`config.mk`:
```
export PLATFORM = sky130hd
export DESIGN_NAME = instr_decoder
export DESIGN_NICKNAME = d
export VERILOG_FILES = /design/src/common/mips_pkg.sv /design/src/source/instr_decoder.sv
export SDC_FILE = /design/constraint.sdc
export NUM_CORES = 1
export LEC_CHECK = 0
export ABC_AREA = 0
export BUFFER_PORTS_ARGS = -buffer_cell sky130_fd_sc_hd__buf_2
export CORE_ASPECT_RATIO = 2
export CORE_UTILIZATION = 30
export CTS_CLUSTER_DIAMETER = 200
export DETAILED_ROUTE_END_ITERATION = 8
export PLACE_DENSITY = 0.53
export SYNTH_ARGS = -nofsm -noshare
export SYNTH_HDL_FRONTEND = slang
export SYNTH_SLANG_ARGS = --single-unit
```
`constraint.sdc`:
```
create_clock -name clk -period 0.8 [get_ports clk]
set_clock_uncertainty 0.05 [all_clocks]
set_input_delay 0 -clock clk [delete_from_list [all_inputs] [get_ports clk]]
set_output_delay 0 -clock clk [all_outputs]
set_load 0.02 [all_outputs]
```
`src/common/mips_pkg.sv`:
```
package mips_pkg;

    typedef logic [31:0] word_t;

    typedef enum logic [4:0] {
        op_and,
        op_or,
        op_xor,
        op_addu,
        op_subu,
        op_sltu,
        op_slt,
        op_multu,
        op_mult,
        op_sll,
        op_sllv,
        op_sra,
        op_srl,
        op_srav,
        op_srlv,
        op_div,
        op_divu,
        op_mfhi,
        op_mflo,
        op_mthi,
        op_mtlo,
        op_bltz,
        op_bgez,
        op_bgtz,
        op_blez,
        op_bne,
        op_jr
    } alu_op_e;

    typedef struct packed {
        logic [5:0]  opcode;
        logic [4:0]  rs;
        logic [4:0]  rt;
        logic [4:0]  rd;
        logic [4:0]  shamt;
        logic [5:0]  funct;
    } r_fields_t;

    typedef struct packed {
        logic [5:0]  opcode;
        logic [4:0]  rs;
        logic [4:0]  rt;
        logic [15:0] imm;
    } i_fields_t;

    // Same 32-bit word, seen as R-type or I-type
    typedef union packed {
        r_fields_t r_fields;
        i_fields_t i_fields;
    } instr_u;

    // Primary opcodes
    localparam logic [5:0] OPC_RTYPE  = 6'h00;
    localparam logic [5:0] OPC_REGIMM = 6'h01;
    localparam logic [5:0] OPC_BNE    = 6'h05;
    localparam logic [5:0] OPC_BLEZ   = 6'h06;
    localparam logic [5:0] OPC_BGTZ   = 6'h07;
    localparam logic [5:0] OPC_ADDIU  = 6'h09;
    localparam logic [5:0] OPC_SLTI   = 6'h0a;
    localparam logic [5:0] OPC_SLTIU  = 6'h0b;
    localparam logic [5:0] OPC_ANDI   = 6'h0c;
    localparam logic [5:0] OPC_ORI    = 6'h0d;
    localparam logic [5:0] OPC_XORI   = 6'h0e;

    // REGIMM codes, carried in the rt field
    localparam logic [4:0] RT_BLTZ = 5'h00;
    localparam logic [4:0] RT_BGEZ = 5'h01;

    // R-type funct codes
    localparam logic [5:0] FN_SLL   = 6'h00;
    localparam logic [5:0] FN_SRL   = 6'h02;
    localparam logic [5:0] FN_SRA   = 6'h03;
    localparam logic [5:0] FN_SLLV  = 6'h04;
    localparam logic [5:0] FN_SRLV  = 6'h06;
    localparam logic [5:0] FN_SRAV  = 6'h07;
    localparam logic [5:0] FN_JR    = 6'h08;
    localparam logic [5:0] FN_MFHI  = 6'h10;
    localparam logic [5:0] FN_MTHI  = 6'h11;
    localparam logic [5:0] FN_MFLO  = 6'h12;
    localparam logic [5:0] FN_MTLO  = 6'h13;
    localparam logic [5:0] FN_MULT  = 6'h18;
    localparam logic [5:0] FN_MULTU = 6'h19;
    localparam logic [5:0] FN_DIV   = 6'h1a;
    localparam logic [5:0] FN_DIVU  = 6'h1b;
    localparam logic [5:0] FN_ADDU  = 6'h21;
    localparam logic [5:0] FN_SUBU  = 6'h23;
    localparam logic [5:0] FN_AND   = 6'h24;
    localparam logic [5:0] FN_OR    = 6'h25;
    localparam logic [5:0] FN_XOR   = 6'h26;
    localparam logic [5:0] FN_SLT   = 6'h2a;
    localparam logic [5:0] FN_SLTU  = 6'h2b;

endpackage
```
`src/source/instr_decoder.sv`:
```
`timescale 1ns/1ps

module instr_decoder (
    input  logic               clk,
    input  logic               arst_n,
    input  logic               in_valid,
    input  mips_pkg::instr_u   instr,
    input  mips_pkg::word_t    rs_data,
    input  mips_pkg::word_t    rt_data,
    output logic               dec_valid,
    output mips_pkg::alu_op_e  dec_op,
    output mips_pkg::word_t    dec_a,
    output mips_pkg::word_t    dec_b,
    output logic [4:0]         dec_shamt,
    output logic               dec_illegal
);

    mips_pkg::alu_op_e op_d;
    logic              illegal_d;
    logic              use_imm;      // Operand B from the immediate
    logic              imm_sext;     // Sign extend, else zero extend
    mips_pkg::word_t   imm_ext;

    always_comb begin
        op_d      = mips_pkg::op_and;
        illegal_d = 1'b0;
        use_imm   = 1'b0;
        imm_sext  = 1'b0;
        case (instr.r_fields.opcode)
            mips_pkg::OPC_RTYPE: begin
                case (instr.r_fields.funct)
                    mips_pkg::FN_SLL:   op_d = mips_pkg::op_sll;
                    mips_pkg::FN_SRL:   op_d = mips_pkg::op_srl;
                    mips_pkg::FN_SRA:   op_d = mips_pkg::op_sra;
                    mips_pkg::FN_SLLV:  op_d = mips_pkg::op_sllv;
                    mips_pkg::FN_SRLV:  op_d = mips_pkg::op_srlv;
                    mips_pkg::FN_SRAV:  op_d = mips_pkg::op_srav;
                    mips_pkg::FN_JR:    op_d = mips_pkg::op_jr;
                    mips_pkg::FN_MFHI:  op_d = mips_pkg::op_mfhi;
                    mips_pkg::FN_MTHI:  op_d = mips_pkg::op_mthi;
                    mips_pkg::FN_MFLO:  op_d = mips_pkg::op_mflo;
                    mips_pkg::FN_MTLO:  op_d = mips_pkg::op_mtlo;
                    mips_pkg::FN_MULT:  op_d = mips_pkg::op_mult;
                    mips_pkg::FN_MULTU: op_d = mips_pkg::op_multu;
                    mips_pkg::FN_DIV:   op_d = mips_pkg::op_div;
                    mips_pkg::FN_DIVU:  op_d = mips_pkg::op_divu;
                    mips_pkg::FN_ADDU:  op_d = mips_pkg::op_addu;
                    mips_pkg::FN_SUBU:  op_d = mips_pkg::op_subu;
                    mips_pkg::FN_AND:   op_d = mips_pkg::op_and;
                    mips_pkg::FN_OR:    op_d = mips_pkg::op_or;
                    mips_pkg::FN_XOR:   op_d = mips_pkg::op_xor;
                    mips_pkg::FN_SLT:   op_d = mips_pkg::op_slt;
                    mips_pkg::FN_SLTU:  op_d = mips_pkg::op_sltu;
                    default:            illegal_d = 1'b1;  // Unknown funct
                endcase
            end
            mips_pkg::OPC_REGIMM: begin
                case (instr.i_fields.rt)  // Branch kind sits in rt
                    mips_pkg::RT_BLTZ: op_d = mips_pkg::op_bltz;
                    mips_pkg::RT_BGEZ: op_d = mips_pkg::op_bgez;
                    default:           illegal_d = 1'b1;
                endcase
            end
            mips_pkg::OPC_BNE:  op_d = mips_pkg::op_bne;
            mips_pkg::OPC_BLEZ: op_d = mips_pkg::op_blez;
            mips_pkg::OPC_BGTZ: op_d = mips_pkg::op_bgtz;
            mips_pkg::OPC_ADDIU: begin
                op_d     = mips_pkg::op_addu;
                use_imm  = 1'b1;
                imm_sext = 1'b1;
            end
            mips_pkg::OPC_SLTI: begin
                op_d     = mips_pkg::op_slt;
                use_imm  = 1'b1;
                imm_sext = 1'b1;
            end
            mips_pkg::OPC_SLTIU: begin
                op_d     = mips_pkg::op_sltu;  // Unsigned compare, signed immediate
                use_imm  = 1'b1;
                imm_sext = 1'b1;
            end
            mips_pkg::OPC_ANDI: begin
                op_d    = mips_pkg::op_and;
                use_imm = 1'b1;
            end
            mips_pkg::OPC_ORI: begin
                op_d    = mips_pkg::op_or;
                use_imm = 1'b1;
            end
            mips_pkg::OPC_XORI: begin
                op_d    = mips_pkg::op_xor;
                use_imm = 1'b1;
            end
            default: illegal_d = 1'b1;  // Unknown opcode
        endcase
    end

    assign imm_ext = imm_sext ? {{16{instr.i_fields.imm[15]}}, instr.i_fields.imm}
                              : {16'b0, instr.i_fields.imm};

    always_ff @(posedge clk or negedge arst_n) begin
        if (!arst_n) begin
            dec_valid <= 1'b0;
        end else begin
            dec_valid <= in_valid;
        end
    end

    // Decoded fields load with each strobe
    always_ff @(posedge clk) begin
        if (in_valid) begin
            dec_op      <= op_d;
            dec_illegal <= illegal_d;
            dec_a       <= rs_data;
            dec_b       <= use_imm ? imm_ext : rt_data;
            dec_shamt   <= instr.r_fields.shamt;
        end
    end

endmodule

```
# Yosys cells after proc, flatten, opt, wreduce, memory -nomap -nowiden

Index checks and enable logic that the tools add are counted.

Equality and inequality tests: 32
Muxes and demuxes: 10
Reductions and logical operators: 8

Operators with widths:

| cell                 | count |
|---|---|
| $pmux W5 S21         | 1 |
| $mux W32             | 2 |
| $pmux W5 S10         | 1 |
| $eq A6 B5 Y1 const B | 8 |
| $eq A6 B4 Y1 const B | 7 |
| $eq A6 B6 Y1 const B | 7 |
| $eq A6 B3 Y1 const B | 6 |
| $reduce_or A22 Y1    | 1 |
| $eq A6 B2 Y1 const B | 2 |
| $logic_not A6 Y1     | 2 |
| $pmux W5 S2          | 1 |
| $reduce_or A9 Y1     | 1 |
| $eq A6 B1 Y1 const B | 1 |
| $reduce_or A6 Y1     | 1 |
| $eq A5 B1 Y1 const B | 1 |
| $logic_not A5 Y1     | 1 |
| $mux W1              | 4 |
| $pmux W1 S3          | 1 |
| $reduce_or A3 Y1     | 1 |
| $reduce_or A2 Y1     | 1 |

Register bits: 76
Input port bits: 99
Output and inout bits: 76
Word-level logic and storage cells: 56

# Logic depth before layout (Yosys ltp)

Depth after elaboration: 5
Mapped depth: 6
Depth with buffers taken out: 4

# Least setup slack after synthesis

Ideal clock, no wire load.

Path type: input to register
Start point: input port instr[27] (netlist name)
End point: register dec_b[10] (data pin)
Setup time: 260 ps
Arrival: 1053 ps
Data required time: 490 ps
Slack: -563 ps
Stages: 4
Path buffers: 1
Cell sequence: or3_1 nand4_4 buf_4 mux2_2

Longest elaborated chain between the ends: 4
Elaborated cells between the ends (all ways): 9
Those cells by class: eq/ne: 6; mux: 2; reduce/logical: 1

RTL lines:

| element                        | RTL line             | RTL |
|---|---|---|
| start, declared                | instr_decoder.sv:7   | `input mips_pkg::instr_u instr,` |
| $eq A6 B4 Y1                   | instr_decoder.sv:29  | `case (instr.r_fields.opcode)` |
| $reduce_or A6 Y1 (no line) (*) | --                   |  |
| $mux W1 (*)                    | instr_decoder.sv:29  |  |
| $mux W32 (*)                   | instr_decoder.sv:115 | `dec_b <= use_imm ? imm_ext : rt_data;` |
| end signal, assigned           | instr_decoder.sv:115 |  |
| end, declared                  | instr_decoder.sv:13  | `output mips_pkg::word_t dec_b,` |

Every way passes the cells marked *; elsewhere a longest branch is shown, timed or not.
A chain may end at the register's enable or synchronous reset.

# Worst setup path after layout

Start point: input port instr[26] (netlist name)
End point: register dec_b[5] (data pin)

Same word-level chain as after synthesis.

==> qor.csv <==
metric;value;unit
Post-Synthesis Cell Area;0.00327;mm^2
CP Max Fanout;9;
Syn Area/Cell;14.8;um^2
first-pass GRT wire length;14500;um
Post-Route Utilization;0.590;
H-tree depth;3;
WP data arrival;1.09;ns
DRT iter0 DRCs;98;
grt met3 use;0.0397;
crit path kind;input port to register;
Tot GR Track Use;0.178;
max incr delay on CP;0.38;ns
Hold-fix buffers, CTS;59;
crit path launch type;input port;
# DRC;0;
hpwl dp;7220;um
most frequent cells in the layout;94 x buf_2, 77 x buf_6, 75 x edfxtp_1, 59 x dlygate4sd3_1, 35 x buf_4;
most common library cell in the layout ignoring fill and taps;buf_2;
slowest stage cell, crit path;or3_4;
DIE WIDTH;75.8;um
worst-path cell chain;buf_2, or3_4, nand4_4, buf_12, mux2_2;
Cells after Synth;221;
remaining antenna violation count;0;
Ports;175;
Row Count;53;
Clock Path Buffers;2;
fin nets;590;
sequential cell area fraction in the yosys report;0.696;
CORE AREA;0.0105;mm^2
Final Routed Wirelength;11000;um
run status;finished with violations;
largest net degree at the start of global routing;29;
Yosys cell types;47;
yosys warns;0;
fin area;0.00622;mm^2
Hold Path Sink;dec_b[9]$_DFFE_PP_;
hold_ws;-0.0792;ns
synthesis-stage register bit count;76;
final setup margin;-0.258;ns
vias per inst;4.69;
grt ovf;0;
share of cells above drive strength 1;0.552;
main area contributors after synthesis;edfxtp_1 69%, mux2_2 4.5%, a21o_1 3.7%;
Synthesized Nets;320;
Critical Path End Type;register;
drt wl/cell;17.4;um
Layout area overhead;90.3;%
setup_tns;-15.27;ns
Pre-antenna DRT Iters;4;
Lkg Pwr;2.71;nW
fin crit share;1.32;
EDFF count, synth;75;
Hold Startpoint;rt_data[9];
vias in the first global route;2973;
area fraction of the dominant cell type after synthesis;0.689;
GPL Wtd Cong;0.777;
Main synth FF type;edfxtp_1;
CTS tree;done;
CP required;0.83;ns
Setup-failing EPs final;113;
initial antenna violation count;0;
Max Cap Violations;0;
Synth async-reset ratio;0.0132;
IR Drop Worst-Case VDD;0.00120;V
full die area;0.0113;mm^2
CTS root buffer;clkbuf_16;
minimum clock period;1.06;ns
die height;150;um
Hold WC Path Type;input port to register;
failing checks;hold timing, setup timing;
Most Used Layer, Global Route;met2;
met1 Track Usage GR;0.148;
starting density of the core;0.310;
clock buffer count from CTS;9;
worst slew pin tran;0.341;ns
final hold vios;13;
Vias;2968;
Slew Limit Headroom;0.770;
clock-pin transition on the worst setup and hold timing paths;0.05;ns
hold path cells;2;
GR Util met2;0.363;
# clock sinks;76;
Pwr Density;1910;mW/mm^2
Port Buffer Count;169;
fmax;0.945;GHz
placed cell area;0.00461;mm^2
unrepaired setup endpoints after global routing;yes;
max-slew violation count;0;
Synth area leader;edfxtp_1;
-- final cells by class --
type | instances | area, um^2
flip-flops and latches | 76 | 2280
diodes | 1 | 2.50
fillers | 806 | 4320
multi-input cells | 124 | 1050
clock buffers | 11 | 233
inverters | 5 | 18.8
repair buffers | 275 | 2370
well taps | 137 | 171
clock inverters | 4 | 98.8
-- per-layer routing --
layer  vias to the layer above  part of all wire
met1                      1399              0.32
met4                         0             0.026
met2                       150              0.59
met3                        20             0.064
met5                         -                 0
li1                       1399                 -
-- what timing repair did --
item,in CTS,in global routing
cloned,1,0
endpoints found under the setup margin,114,114
gates resized for setup,66,123
setup buffers,3,4
endpoints found under the hold margin,71,13
pin swaps,3,5
-- where the power goes --
part | switching [mW] | internal (mW) | leakage [nW]
Sequential | 0.163 | 4.76 | 0.744
Combinational | 1.12 | 1.31 | 1.80
Clock | 1.48 | 3.04 | 0.160
-- logic make-up after synthesis --
logic type,synth area share
compound gates,0.116
xor+xnor,0.0134
buf+inv,0.0314
flops,0.696
mux,0.0509
simple gates,0.0922
-- worst max-delay path by stage --
| stage | cells after the start | start | endpoint | slack [ns] |
|---|---|---|---|---|
| finish | 5 | instr[26] | dec_b[5]$_DFFE_PP_ | -0.26 |
| global route | 5 | instr[20] | dec_illegal$_DFFE_PP_ | -0.28 |
| CTS | 5 | instr[27] | dec_b[7]$_DFFE_PP_ | -0.27 |
| detailed placement | 5 | instr[27] | dec_b[4]$_DFFE_PP_ | -0.63 |
| global placement | 5 | instr[27] | dec_b[4]$_DFFE_PP_ | -0.59 |
| floorplan | 4 | instr[27] | dec_b[10]$_DFFE_PP_ | -0.45 |
-- critical path: cells and delay by family --
kind	cells	cell delay, ns
buffers and inverters	2	0.26
multiplexers	1	0.33
AND/OR/NAND/NOR	2	0.49
-- stage by stage --
| stage | hold slack [ns] | power (mW) | cells | setup slack, ns |
|---|---|---|---|---|
| finish | -0.0792 | 11.9 | 633 | -0.258 |
| global route | -0.0797 | 12.2 | 632 | -0.281 |
| CTS | -0.0874 | 11.6 | 628 | -0.268 |
| detailed placement | -0.256 | 6.63 | 550 | -0.625 |
| global placement | -0.252 | 6.60 | 550 | -0.592 |
| floorplan | -0.346 | 5.77 | 221 | -0.451 |
-- sequential cells by signal (all words and copies together), names as in the netlist --
| signal | cells |
|---|---|
| dec_a | 32 |
| dec_b | 32 |
| dec_illegal | 1 |
| dec_op | 5 |
| dec_shamt | 5 |
| dec_valid | 1 |
-- cells in the mapped netlist, types with 2 or more instances --
cell,n
buf_4,3
clkbuf_1,3
mux2_2,13
nand2b_1,3
a31oi_1,5
mux2i_1,2
o21ai_0,14
nor4_1,2
edfxtp_1,75
a21oi_1,4
nor2b_1,3
nor3_1,3
xor2_1,2
and3_1,2
a22oi_1,2
or3_1,3
a21o_1,16
nand3_1,3
nor2_1,5
buf_2,10
nand4_1,2
nor3b_1,2
xnor2_1,3
or2_2,2
inv_1,5
nand2_1,11
a32oi_1,2
o31ai_1,2
Power figures use the tool's default switching activity.
